`src/logic/rv_isa_pkg.sv`:
```
// rv64i widths, instruction format union, opcode/funct3 codes, alu op codes
`default_nettype none

package rv_isa_pkg;

  localparam int xlen        = 64; // gpr and pc width
  localparam int inst_wd     = 32;
  localparam int gpr_addr_wd = 5;

  // one struct per base format, msb first
  typedef struct packed {
    logic [6:0] funct7;
    logic [4:0] rs2;
    logic [4:0] rs1;
    logic [2:0] funct3;
    logic [4:0] rd;
    logic [6:0] opcode;
  } r_fmt_t;

  typedef struct packed {
    logic [11:0] imm_11_0;
    logic [4:0]  rs1;
    logic [2:0]  funct3;
    logic [4:0]  rd;
    logic [6:0]  opcode;
  } i_fmt_t;

  typedef struct packed {
    logic [6:0] imm_11_5;
    logic [4:0] rs2;
    logic [4:0] rs1;
    logic [2:0] funct3;
    logic [4:0] imm_4_0;
    logic [6:0] opcode;
  } s_fmt_t;

  typedef struct packed {
    logic       imm_12;
    logic [5:0] imm_10_5;
    logic [4:0] rs2;
    logic [4:0] rs1;
    logic [2:0] funct3;
    logic [3:0] imm_4_1;
    logic       imm_11;
    logic [6:0] opcode;
  } b_fmt_t;

  typedef struct packed {
    logic [19:0] imm_31_12;
    logic [4:0]  rd;
    logic [6:0]  opcode;
  } u_fmt_t;

  typedef struct packed {
    logic       imm_20;
    logic [9:0] imm_10_1;
    logic       imm_11;
    logic [7:0] imm_19_12;
    logic [4:0] rd;
    logic [6:0] opcode;
  } j_fmt_t;

  // same 32 bits, six readings
  typedef union packed {
    r_fmt_t r;
    i_fmt_t i;
    s_fmt_t s;
    b_fmt_t b;
    u_fmt_t u;
    j_fmt_t j;
  } inst_u;

  localparam logic [6:0] opc_op        = 7'b0110011;
  localparam logic [6:0] opc_op_imm    = 7'b0010011;
  localparam logic [6:0] opc_op_32     = 7'b0111011;
  localparam logic [6:0] opc_op_imm_32 = 7'b0011011;
  localparam logic [6:0] opc_lui       = 7'b0110111;
  localparam logic [6:0] opc_auipc     = 7'b0010111;
  localparam logic [6:0] opc_load      = 7'b0000011;
  localparam logic [6:0] opc_store     = 7'b0100011;
  localparam logic [6:0] opc_branch    = 7'b1100011;
  localparam logic [6:0] opc_jal       = 7'b1101111;
  localparam logic [6:0] opc_jalr      = 7'b1100111;

  localparam logic [2:0] f3_beq  = 3'b000;
  localparam logic [2:0] f3_bne  = 3'b001;
  localparam logic [2:0] f3_blt  = 3'b100;
  localparam logic [2:0] f3_bge  = 3'b101;
  localparam logic [2:0] f3_bltu = 3'b110;
  localparam logic [2:0] f3_bgeu = 3'b111;

  localparam logic [4:0] alu_add  = 5'd0;
  localparam logic [4:0] alu_sub  = 5'd1;
  localparam logic [4:0] alu_sll  = 5'd2;
  localparam logic [4:0] alu_slt  = 5'd3;
  localparam logic [4:0] alu_sltu = 5'd4;
  localparam logic [4:0] alu_xor  = 5'd5;
  localparam logic [4:0] alu_srl  = 5'd6;
  localparam logic [4:0] alu_sra  = 5'd7;
  localparam logic [4:0] alu_or   = 5'd8;
  localparam logic [4:0] alu_and  = 5'd9;
  localparam logic [4:0] alu_lui  = 5'd10; // passes operand 2 through

endpackage

`default_nettype wire

```
`src/logic/pipe_bus_pkg.sv`:
```
// fetch, control, execute, redirect and write-back bus structs, alu operand 2 selects
`default_nettype none

package pipe_bus_pkg;

  import rv_isa_pkg::*;

  // alu operand 2 select
  localparam logic [1:0] src2_rs2  = 2'd0;
  localparam logic [1:0] src2_imm  = 2'd1;
  localparam logic [1:0] src2_four = 2'd2; // link address pc + 4

  // fetch to decode
  typedef struct packed {
    logic [xlen-1:0]    pc;
    logic [inst_wd-1:0] inst;
  } fs_to_ds_t;

  typedef struct packed {
    logic       alu_src1_pc;  // pc instead of rs1
    logic [1:0] alu_src2_sel;
    logic       word_op;      // 32-bit result, sign extended
    logic [4:0] alu_op;
    logic       gpr_wen;
    logic       mem_ren;
    logic       mem_wen;
    logic [2:0] mem_op;       // funct3 of the access
    logic       invalid;
  } ctrl_t;

  // decode to execute
  typedef struct packed {
    logic [xlen-1:0]        rs1_data;
    logic [xlen-1:0]        rs2_data;
    logic [xlen-1:0]        imm;
    logic [xlen-1:0]        pc;
    logic [gpr_addr_wd-1:0] rd;
    ctrl_t                  ctrl;
  } ds_to_es_t;

  // decode to fetch
  typedef struct packed {
    logic            taken;
    logic [xlen-1:0] target;
  } br_t;

  // write-back to register file
  typedef struct packed {
    logic                   wen;
    logic [gpr_addr_wd-1:0] waddr;
    logic [xlen-1:0]        wdata;
  } wb_t;

endpackage

`default_nettype wire

```
`src/logic/inst_decoder.sv`:
```
// inst_decoder: rv64i register indices, immediates, source-use flags and control fields
`timescale 1ns/1ps
`default_nettype none

module inst_decoder import rv_isa_pkg::*, pipe_bus_pkg::*; (
  input  wire inst_u                   i_inst,
  output logic [gpr_addr_wd-1:0] o_rs1,
  output logic [gpr_addr_wd-1:0] o_rs2,
  output logic [gpr_addr_wd-1:0] o_rd,
  output logic                   o_uses_rs1,
  output logic                   o_uses_rs2,
  output logic [xlen-1:0]        o_imm,
  output ctrl_t                  o_ctrl,
  output logic                   o_is_branch,
  output logic                   o_is_jal,
  output logic                   o_is_jalr
);

  logic [6:0]      opcode;
  logic [2:0]      funct3;
  logic [6:0]      funct7;
  logic [xlen-1:0] imm_i;
  logic [xlen-1:0] imm_s;
  logic [xlen-1:0] imm_b;
  logic [xlen-1:0] imm_u;
  logic [xlen-1:0] imm_j;
  logic            bad;

  // shared by op, op-imm and their 32-bit forms
  function automatic logic [4:0] alu_of(input logic [2:0] f3, input logic alt);
    logic [4:0] op;
    case (f3)
      3'b000:  op = alt ? alu_sub : alu_add;
      3'b001:  op = alu_sll;
      3'b010:  op = alu_slt;
      3'b011:  op = alu_sltu;
      3'b100:  op = alu_xor;
      3'b101:  op = alt ? alu_sra : alu_srl;
      3'b110:  op = alu_or;
      default: op = alu_and;
    endcase
    return op;
  endfunction

  assign opcode = i_inst.r.opcode;
  assign funct3 = i_inst.r.funct3;
  assign funct7 = i_inst.r.funct7; // imm[11:5] for shift immediates

  assign imm_i = {{(xlen-12){i_inst.i.imm_11_0[11]}}, i_inst.i.imm_11_0};
  assign imm_s = {{(xlen-12){i_inst.s.imm_11_5[6]}}, i_inst.s.imm_11_5, i_inst.s.imm_4_0};
  assign imm_b = {{(xlen-12){i_inst.b.imm_12}}, i_inst.b.imm_11, i_inst.b.imm_10_5,
                  i_inst.b.imm_4_1, 1'b0};
  assign imm_u = {{(xlen-32){i_inst.u.imm_31_12[19]}}, i_inst.u.imm_31_12, 12'b0};
  assign imm_j = {{(xlen-20){i_inst.j.imm_20}}, i_inst.j.imm_19_12, i_inst.j.imm_11,
                  i_inst.j.imm_10_1, 1'b0};

  always_comb begin
    o_ctrl      = '0;
    o_uses_rs1  = 1'b0;
    o_uses_rs2  = 1'b0;
    o_imm       = '0;
    o_is_branch = 1'b0;
    o_is_jal    = 1'b0;
    o_is_jalr   = 1'b0;
    bad         = 1'b0;
    o_ctrl.alu_src2_sel = src2_rs2;
    o_ctrl.alu_op       = alu_add;
    case (opcode)
      opc_op: begin
        o_uses_rs1     = 1'b1;
        o_uses_rs2     = 1'b1;
        o_ctrl.gpr_wen = 1'b1;
        o_ctrl.alu_op  = alu_of(funct3, funct7[5]);
        // only sub and sra use the alternate funct7
        bad = !(funct7 == 7'b0 ||
                (funct7 == 7'b0100000 && (funct3 == 3'b000 || funct3 == 3'b101)));
      end
      opc_op_imm: begin
        o_uses_rs1          = 1'b1;
        o_imm               = imm_i;
        o_ctrl.alu_src2_sel = src2_imm;
        o_ctrl.gpr_wen      = 1'b1;
        o_ctrl.alu_op       = alu_of(funct3, funct3 == 3'b101 && funct7[5]);
        if (funct3 == 3'b001)
          bad = funct7[6:1] != 6'b0; // 6-bit shamt
        else if (funct3 == 3'b101)
          bad = funct7[6:1] != 6'b0 && funct7[6:1] != 6'b010000;
      end
      opc_op_32: begin
        o_uses_rs1     = 1'b1;
        o_uses_rs2     = 1'b1;
        o_ctrl.word_op = 1'b1;
        o_ctrl.gpr_wen = 1'b1;
        o_ctrl.alu_op  = alu_of(funct3, funct7[5]);
        bad = !((funct7 == 7'b0 &&
                 (funct3 == 3'b000 || funct3 == 3'b001 || funct3 == 3'b101)) ||
                (funct7 == 7'b0100000 && (funct3 == 3'b000 || funct3 == 3'b101)));
      end
      opc_op_imm_32: begin
        o_uses_rs1          = 1'b1;
        o_imm               = imm_i;
        o_ctrl.alu_src2_sel = src2_imm;
        o_ctrl.word_op      = 1'b1;
        o_ctrl.gpr_wen      = 1'b1;
        o_ctrl.alu_op       = alu_of(funct3, funct3 == 3'b101 && funct7[5]);
        case (funct3)
          3'b000:  bad = 1'b0;
          3'b001:  bad = funct7 != 7'b0;
          3'b101:  bad = funct7 != 7'b0 && funct7 != 7'b0100000;
          default: bad = 1'b1;
        endcase
      end
      opc_lui: begin
        o_imm               = imm_u;
        o_ctrl.alu_src2_sel = src2_imm;
        o_ctrl.alu_op       = alu_lui;
        o_ctrl.gpr_wen      = 1'b1;
      end
      opc_auipc: begin
        o_imm               = imm_u;
        o_ctrl.alu_src1_pc  = 1'b1;
        o_ctrl.alu_src2_sel = src2_imm;
        o_ctrl.gpr_wen      = 1'b1;
      end
      opc_load: begin
        o_uses_rs1          = 1'b1;
        o_imm               = imm_i;
        o_ctrl.alu_src2_sel = src2_imm; // address = rs1 + imm
        o_ctrl.gpr_wen      = 1'b1;
        o_ctrl.mem_ren      = 1'b1;
        o_ctrl.mem_op       = funct3;
        bad = funct3 == 3'b111;
      end
      opc_store: begin
        o_uses_rs1          = 1'b1;
        o_uses_rs2          = 1'b1;
        o_imm               = imm_s;
        o_ctrl.alu_src2_sel = src2_imm;
        o_ctrl.mem_wen      = 1'b1;
        o_ctrl.mem_op       = funct3;
        bad = funct3[2];
      end
      opc_branch: begin
        o_uses_rs1  = 1'b1;
        o_uses_rs2  = 1'b1;
        o_imm       = imm_b;
        o_is_branch = 1'b1;
        bad = funct3[2:1] == 2'b01;
      end
      opc_jal: begin
        o_imm               = imm_j;
        o_ctrl.alu_src1_pc  = 1'b1;
        o_ctrl.alu_src2_sel = src2_four;
        o_ctrl.gpr_wen      = 1'b1;
        o_is_jal            = 1'b1;
      end
      opc_jalr: begin
        o_uses_rs1          = 1'b1;
        o_imm               = imm_i;
        o_ctrl.alu_src1_pc  = 1'b1;
        o_ctrl.alu_src2_sel = src2_four;
        o_ctrl.gpr_wen      = 1'b1;
        o_is_jalr           = 1'b1;
        bad = funct3 != 3'b000;
      end
      default: bad = 1'b1;
    endcase
    // an invalid word must not write anything or redirect fetch
    if (bad) begin
      o_ctrl.invalid = 1'b1;
      o_ctrl.gpr_wen = 1'b0;
      o_ctrl.mem_ren = 1'b0;
      o_ctrl.mem_wen = 1'b0;
      o_is_branch    = 1'b0;
      o_is_jal       = 1'b0;
      o_is_jalr      = 1'b0;
    end
  end

  assign o_rs1 = i_inst.r.rs1;
  assign o_rs2 = i_inst.r.rs2;
  assign o_rd  = o_ctrl.gpr_wen ? i_inst.r.rd : '0; // zero when nothing is written back

endmodule

`default_nettype wire

```
`src/logic/gpr_file.sv`:
```
// gpr_file: 31 x 64-bit general registers, two async reads, one write port, x0 reads zero
`timescale 1ns/1ps
`default_nettype none

module gpr_file import rv_isa_pkg::*, pipe_bus_pkg::*; (
  input  wire                         i_clk,
  input  wire [gpr_addr_wd-1:0] i_raddr1,
  input  wire [gpr_addr_wd-1:0] i_raddr2,
  input  wire wb_t                    i_wb,
  output logic [xlen-1:0]       o_rdata1,
  output logic [xlen-1:0]       o_rdata2
);

  logic [xlen-1:0] regs [1:31]; // no storage for x0

  always_ff @(posedge i_clk) begin
    if (i_wb.wen && i_wb.waddr != '0) begin
      regs[i_wb.waddr] <= i_wb.wdata;
    end
  end

  // read sees the old value in the write cycle
  assign o_rdata1 = (i_raddr1 == '0) ? '0 : regs[i_raddr1];
  assign o_rdata2 = (i_raddr2 == '0) ? '0 : regs[i_raddr2];

endmodule

`default_nettype wire

```
`src/logic/branch_unit.sv`:
```
// branch_unit: branch compares, jal/jalr take, redirect target
`timescale 1ns/1ps
`default_nettype none

module branch_unit import rv_isa_pkg::*; (
  input  wire [xlen-1:0] i_rs1_data,
  input  wire [xlen-1:0] i_rs2_data,
  input  wire [xlen-1:0] i_pc,
  input  wire [xlen-1:0] i_imm,
  input  wire [2:0]      i_funct3,
  input  wire            i_is_branch,
  input  wire            i_is_jal,
  input  wire            i_is_jalr,
  output logic           o_taken,
  output logic [xlen-1:0] o_target
);

  logic            eq;
  logic            lt_s;
  logic            lt_u;
  logic            cond;
  logic [xlen-1:0] jalr_sum;

  assign eq   = i_rs1_data == i_rs2_data;
  assign lt_s = $signed(i_rs1_data) < $signed(i_rs2_data);
  assign lt_u = i_rs1_data < i_rs2_data;

  always_comb begin
    case (i_funct3)
      f3_beq:  cond = eq;
      f3_bne:  cond = !eq;
      f3_blt:  cond = lt_s;
      f3_bge:  cond = !lt_s;
      f3_bltu: cond = lt_u;
      f3_bgeu: cond = !lt_u;
      default: cond = 1'b0; // 010/011 are not branches
    endcase
  end

  assign o_taken  = i_is_jal || i_is_jalr || (i_is_branch && cond);
  assign jalr_sum = i_rs1_data + i_imm;
  assign o_target = i_is_jalr ? {jalr_sum[xlen-1:1], 1'b0} : i_pc + i_imm;

endmodule

`default_nettype wire

```
`src/logic/id_stage.sv`:
```
// id_stage: decode pipeline register, raw interlock, flow control, execute and redirect buses
`timescale 1ns/1ps
`default_nettype none

module id_stage import rv_isa_pkg::*, pipe_bus_pkg::*; (
  input  wire                         i_clk,
  input  wire                         i_rst,
  // fetch side
  input  wire                         i_fs_valid,
  input  wire fs_to_ds_t              i_fs,
  output logic                        o_ds_allowin,
  // execute side
  input  wire                         i_es_allowin,
  output logic                        o_ds_to_es_valid,
  output ds_to_es_t                   o_ds_to_es,
  // redirect to fetch
  output br_t                         o_br,
  // write-back port
  input  wire wb_t                    i_wb,
  // destinations still in flight
  input  wire [gpr_addr_wd-1:0] i_es_rd,
  input  wire [gpr_addr_wd-1:0] i_ms_rd,
  input  wire [gpr_addr_wd-1:0] i_ws_rd
);

  logic                   ds_valid;
  fs_to_ds_t              ds_r;      // payload, no reset
  inst_u                  ds_inst;
  logic                   ready_go;
  logic [gpr_addr_wd-1:0] rs1;
  logic [gpr_addr_wd-1:0] rs2;
  logic [gpr_addr_wd-1:0] rd;
  logic                   uses_rs1;
  logic                   uses_rs2;
  logic [xlen-1:0]        imm;
  ctrl_t                  ctrl;
  logic                   is_branch;
  logic                   is_jal;
  logic                   is_jalr;
  logic [xlen-1:0]        rs1_data;
  logic [xlen-1:0]        rs2_data;
  logic                   bu_taken;
  logic [xlen-1:0]        bu_target;

  // x0 never blocks, nor does a field the instruction does not read
  function automatic logic raw_hit(input logic [gpr_addr_wd-1:0] dst);
    return dst != '0 && ((uses_rs1 && dst == rs1) || (uses_rs2 && dst == rs2));
  endfunction

  always_ff @(posedge i_clk) begin
    if (i_rst) begin
      ds_valid <= 1'b0;
    end else if (o_ds_allowin) begin
      ds_valid <= i_fs_valid;
    end
  end

  always_ff @(posedge i_clk) begin
    if (i_fs_valid && o_ds_allowin) begin
      ds_r <= i_fs;
    end
  end

  assign ds_inst = ds_r.inst;

  always_comb begin
    ready_go = !(raw_hit(i_es_rd) || raw_hit(i_ms_rd) || raw_hit(i_ws_rd));
  end

  assign o_ds_allowin     = !ds_valid || (ready_go && i_es_allowin);
  assign o_ds_to_es_valid = ds_valid && ready_go;

  inst_decoder u_dec (
    .i_inst      (ds_inst),
    .o_rs1       (rs1),
    .o_rs2       (rs2),
    .o_rd        (rd),
    .o_uses_rs1  (uses_rs1),
    .o_uses_rs2  (uses_rs2),
    .o_imm       (imm),
    .o_ctrl      (ctrl),
    .o_is_branch (is_branch),
    .o_is_jal    (is_jal),
    .o_is_jalr   (is_jalr)
  );

  gpr_file u_gpr (
    .i_clk    (i_clk),
    .i_raddr1 (rs1),
    .i_raddr2 (rs2),
    .i_wb     (i_wb),
    .o_rdata1 (rs1_data),
    .o_rdata2 (rs2_data)
  );

  branch_unit u_bru (
    .i_rs1_data  (rs1_data),
    .i_rs2_data  (rs2_data),
    .i_pc        (ds_r.pc),
    .i_imm       (imm),
    .i_funct3    (ds_inst.b.funct3),
    .i_is_branch (is_branch),
    .i_is_jal    (is_jal),
    .i_is_jalr   (is_jalr),
    .o_taken     (bu_taken),
    .o_target    (bu_target)
  );

  assign o_ds_to_es.rs1_data = rs1_data;
  assign o_ds_to_es.rs2_data = rs2_data;
  assign o_ds_to_es.imm      = imm;
  assign o_ds_to_es.pc       = ds_r.pc;
  assign o_ds_to_es.rd       = rd;
  assign o_ds_to_es.ctrl     = ctrl;

  // redirect only once operands are safe to use
  assign o_br.taken  = bu_taken && o_ds_to_es_valid;
  assign o_br.target = bu_target;

endmodule

`default_nettype wire

```
`config.mk`:
```
export PLATFORM = sky130hd
export DESIGN_NAME = id_stage
export DESIGN_NICKNAME = d
export VERILOG_FILES = /design/src/logic/rv_isa_pkg.sv /design/src/logic/pipe_bus_pkg.sv /design/src/logic/inst_decoder.sv /design/src/logic/gpr_file.sv /design/src/logic/branch_unit.sv /design/src/logic/id_stage.sv
export SDC_FILE = /design/constraint.sdc
export NUM_CORES = 2
export LEC_CHECK = 0
export BUFFER_PORTS_ARGS = -buffer_cell sky130_fd_sc_hd__buf_2
export CAP_MARGIN = 20
export CORE_MARGIN = 10
export CORE_UTILIZATION = 43
export CTS_CLUSTER_SIZE = 8
export DETAILED_ROUTE_END_ITERATION = 8
export PLACE_DENSITY = 0.63
export SLEW_MARGIN = 25
export SYNTH_ARGS = -nofsm -noshare
export SYNTH_HDL_FRONTEND = slang
export SYNTH_SLANG_ARGS = --single-unit
export TNS_END_PERCENT = 100
```
`constraint.sdc`:
```
create_clock -name i_clk -period 25.8 [get_ports i_clk]
set_input_delay 5.16 -clock i_clk [delete_from_list [all_inputs] [get_ports i_clk]]
set_output_delay 5.16 -clock i_clk [all_outputs]
set_load 0.1 [all_outputs]
```
=== Yosys cells after proc, flatten, opt, wreduce, memory -nomap -nowiden ===
Memories as Yosys holds them, arrays and structs flattened. A register that Yosys moved wholly into a read port is not among the register bits.
Cells that the tools add are included.

* Register bits after elaboration: 97
* Bits in latches: 0
* Memory bits (writable): 1984
* Memory bits (read-only): 0
* Input port bits: 185
* Output and inout bits: 344
* Word-level logic and storage cells: 139
* Memories: 1

* Add/sub/neg operators: 2
* Multiply operators: 0
* Divide/modulo/power cells: 0
* Magnitude comparators: 2
* Equal/unequal tests: 29
* Shift operators: 0
* Muxes and demuxes: 38
* Bitwise logic cells: 0
* Reductions and logical operators: 64

{| class="wikitable"
|+ Memories
! name !! depth !! width !! read ports !! clocked after memory_dff !! write ports !! RTL line !! RTL
|-
| u_gpr.regs || 31 || 64 || 2 || 2 || 1 || gpr_file.sv:14 || <nowiki>logic [xlen-1:0] regs [1:31];</nowiki>
|}

{| class="wikitable"
|+ Operators with widths
! operator !! number
|-
| case mux 64 bit (5 select lines) || 1
|-
| two-way mux 64 bit || 3
|-
| adder 64 bit || 2
|-
| < comparator 64 bit || 2
|-
| case mux 5 bit (7 select lines) || 2
|-
| == test 64 bit || 1
|-
| == test 7 x 6 -> 1 bit, second input constant || 5
|-
| == test 5 bit || 6
|-
| two-way mux 1 bit || 22
|-
| == test 7 x 5 -> 1 bit, second input constant || 3
|-
| == test 7 bit, second input constant || 3
|-
| logical AND 1 bit || 20
|-
| nonzero test 5 bit || 4
|-
| two-way mux 5 bit || 3
|-
| case mux 5 bit (3 select lines) || 1
|-
| logical OR 1 bit || 13
|-
| == test 3 bit, second input constant || 4
|-
| OR reduction 2 bit || 6
|-
| logical NOT 5 bit || 2
|-
| case mux 1 bit (9 select lines) || 1
|-
| OR reduction 9 bit || 1
|-
| OR reduction 4 bit || 2
|-
| OR reduction 8 bit || 1
|-
| == test 7 x 2 -> 1 bit, second input constant || 1
|-
| 17 further kinds || 26
|}

=== Logic depth before layout (Yosys ltp) ===
* Depth in word-level cells: 13
* Mapped depth: 29
* Gate-level depth less buffers: 22

=== Hierarchy ===
A second synthesis with hierarchy kept.

* Cells, all modules: 7303
* Area, all modules: 106843.7 um^2

{| class="wikitable"
|+ By module, submodules not included
! module !! times used !! cells an instance !! area an instance (um^2) !! sequential area each (um^2)
|-
| gpr_file || 1 || 5541 || 92852.8 || 59577.1
|-
| branch_unit || 1 || 1395 || 9285.2 || 0.0
|-
| id_stage || 1 || 161 || 3359.5 || 2902.8
|-
| inst_decoder || 1 || 206 || 1346.3 || 0.0
|}

=== Least setup slack after synthesis ===
Ideal clock, no wire load.

* Kind: register to output
* From: register ds_r, in the netlist ds_inst[6]
* To: output port o_br[58] (netlist name)
* Arrival time: 14599 ps
* Required time: 20640 ps
* Setup slack: 6041 ps
* Cell stages (with the launch flop): 22
* Buffers on the path: 2
* Cell sequence: edfxtp_1 -> clkbuf_1 -> or2_1 -> o31ai_1 -> and2_1 -> nor2_1 -> a21boi_0 -> ha_1 -> clkbuf_1 -> a21o_1 -> a21o_1 -> a21oi_1 -> nand2_1 -> a21o_1 -> a21oi_1 -> a21bo_2 -> o21ai_2 -> o31ai_4 -> a21oi_2 -> o31ai_2 -> xnor2_1 -> o21ai_0

{| class="wikitable"
|+ RTL lines
! element !! RTL line !! RTL
|-
| start, declared || id_stage.sv:27 || <nowiki>fs_to_ds_t ds_r;</nowiki>
|-
| start signal, assigned || id_stage.sv:60 || <nowiki>ds_r <= i_fs;</nowiki>
|-
| end, declared || id_stage.sv:17 || <nowiki>output br_t o_br,</nowiki>
|}

==> flow_summary.ini <==
[cts]
cts_tree = built
cts_root_buf = clkbuf_16
cts_setup_buffers = 0
clock_tree.buffer_depth = 4
cts_hold_buf = 0
cts_sinks = 2091
cts_resized = 0
htree_num_levels = 5
cts.clk_slew.worst_paths_ns = 0.05
insertion_delay_ns = 0.94
cts_buffers = 313

[logic_synthesis]
syn-cell-area_um2 = 106000
avgSynthCellArea_um2 = 17.5
synth_seq_cells = 2091
ys.flop_type = edfxtp_1
syn_nets = 6411
syn-instance-count = 6037
yosysWarnings = 0
ys_seq_area_frac = 0.593
synthArstFlopShare = 0
synthDistinctLibCells = 92
synth_edf_count = 2080

[finish]
final_nets = 6954
fin_area_um2 = 120000
area_growth_pct = 13.9
multi_input_area_um2 = 41100
drive_above_1_share = 0.339
layout.cells.non_filler = 9841
layout_commonest_cell = edfxtp_1
seqCellArea_um2 = 62700
n_fill_cell = 19800
layout_common_cells = 2080 x edfxtp_1, 1136 x mux4_2, 527 x buf_2

[placement]
hpwl_mm = 226
dpl_cell_area_um2 = 112000
dp_cells = 9467
globalplace.congestion = 0.973
numPortBuffers = 527

[power_and_ir_drop]
seqPwrFrac = 0.410
cellPowerDensity_nw_per_um2 = 78.2
p_int_uw = 6580
switchingPower_uw = 2830
ir_worst_vdd_mv = 0.0807
leakagePower_uw = 0.0413
power_frac_clock = 0.379
power_frac_comb = 0.211
switching_share = 0.301
total_power_uw = 9410

[critical_path]
worst-path-max-fanout = 88
cp-start-kind = flip-flop
cp.arrival_ns = 10.29
cp-end-kind = output port
crit_required_ns = 20.64
crit_type = flip-flop to output port

[run_status]
status = completed

[floorplanning]
initial_core_util = 0.433
dieArea_um2 = 266000
rows = 181
die_width_um = 516
ios = 529
coreArea_um2 = 244000
fp.dieH_um = 516

[grt]
grt_pass1_wl_mm = 514
grt_max_degree = 131
grt_overflow_total = 0
gr-usage-all-layers = 0.273
first_global_vias = 66600
antenna_found_initial = 55

[worst_hold_path]
hold_class = flip-flop to flip-flop

[route]
drc = 0
antenna_left = 0
viasPerCell = 6.70
wl_per_cell_um = 37.6
drt-pass1-iter-count = 6
wl_mm = 370
drtIter0Drc = 7875
dr_total_vias = 66000

[sta]
setup_violations = 0
slew_viol_final = 0
worst_slew_margin_rel = 0.226
tns_ns = 0
clock_skew_ns = 0.0221
fin_hold_ws_ns = 0.553
fin_crit_ns = 15.45
worst_pin_slew_ns = 1.16
max_freq_mhz = 64.7
final.period_utilization = 0.599
finalHoldViolations = 0
rsz0062_at_grt = false

[run]
cap_viol_max_count = 0
[worst paths after layout]
kind	startpoint	end	slack, ns	cells past startpoint
hold / removal	ds_valid	ds_valid	0.55	2
setup reg to reg	ds_inst[15]	o_ds_to_es[63]	21.80	11
hold reg to reg	ds_valid	ds_valid	0.55	2
setup / recovery	flip-flop	o_br[64]	10.35	19
[state kept, by name, indices dropped and copies added, names as in the netlist, named ones only]
signal / cells
u_gpr.regs: 1984
o_ds_to_es: 64
ds_inst: 32
ds_valid: 1
[power groups by stage]
stage	Clock, uW	Sequential (uW)	Combinational [uW]
after floorplan	0	3920	1340
after global placement	0	3910	1970
after detailed placement	0	3920	1980
after CTS	3610	3860	1980
after global routing	3760	3860	2070
final	3570	3860	1990
[through the flow]
step	setup WS (ns)	util
floorplan	6.04	-
global placement	11.06	0.460
detailed placement	11.18	0.460
CTS	10.14	0.493
global route	10.01	0.493
finish	10.35	0.493
[logic make-up (layout without fill, tap and decap cells)]
logic type / after synthesis / after routing / synth area share
AO/OA/AOI/OAI: 795 / 795 / 0.0475
XOR/XNOR: 151 / 151 / 0.0125
adder cells (fa/ha/maj): 189 / 189 / 0.0225
buffers and inverters: 558 / 1136 / 0.0213
flip-flops: 2091 / 2091 / 0.593
multiplexers: 1350 / 1350 / 0.263
other: 1 / 25 / 0.0000355
AND/OR/NAND/NOR: 902 / 902 / 0.0397
[area by class of cell]
class | count | share of cell area
sequential | 2091 | 0.521
multi-input combinational | 3388 | 0.341
clock buffer | 340 | 0.0673
tap | 3202 | 0.0333
timing repair buffer | 677 | 0.0323
inverter | 109 | 0.00350
clock inverter | 10 | 0.000613
antenna | 24 | 0.000499
[critical path, stage by stage, from the launching register on]
cell,delay (ns)
dfxtp_4,0.75
buf_12,0.65
buf_4,0.65
buf_4,0.74
mux4_2,0.61
mux4_2,0.45
mux2i_1,0.37
nor2_2,0.11
ha_1,0.35
nand4_1,0.10
nor4_1,0.17
inv_1,0.18
nor4_1,0.94
nand4_1,0.72
o311ai_0,0.93
xor2_1,0.27
mux2i_1,0.23
nor3_1,0.11
nor4b_1,0.30
buf_2,0.48
[cells in the mapped netlist, drive strengths merged, types with 4 or more instances]
cell / n / area share
nand2: 243 / 0.0087
o31ai: 12 / 0.0012
o21a: 15 / 0.0011
a21o: 178 / 0.013
a21boi: 8 / 0.00057
and2: 16 / 0.00095
a31oi: 18 / 0.0011
xnor2: 95 / 0.0079
o21ai: 131 / 0.0063
a41oi: 4 / 0.00051
o32ai: 4 / 0.00033
a211oi: 18 / 0.0014
clkbuf: 314 / 0.011
or2: 8 / 0.00047
nor2: 338 / 0.012
ha: 187 / 0.022
a211o: 4 / 0.00033
xor2: 56 / 0.0046
and4: 6 / 0.00050
a22oi: 4 / 0.00028
nor2b: 36 / 0.0021
inv: 109 / 0.0039
o22ai: 4 / 0.00024
mux4: 1143 / 0.24
and3: 9 / 0.00053
buf: 135 / 0.0063
o21bai: 27 / 0.0020
nand2b: 87 / 0.0051
o211ai: 7 / 0.00063
nand3b: 4 / 0.00028
a311o: 4 / 0.00038
or3: 17 / 0.0011
edfxtp: 2080 / 0.59
mux2i: 205 / 0.019
nor3: 19 / 0.00095
dfxtp: 11 / 0.0021
nand3: 42 / 0.0020
or4: 7 / 0.00050
nand4: 46 / 0.0027
nor4: 18 / 0.0012
a311oi: 5 / 0.00041
a21oi: 318 / 0.015
[per-layer routing]
metal	track usage	share of wire	routed length, um
met5	0	0.00069	254
met1	0.344	0.36	133000
met4	0.137	0.056	20900
met3	0.0699	0.11	39900
met2	0.438	0.48	176000
Power figures use the tool's default switching activity.
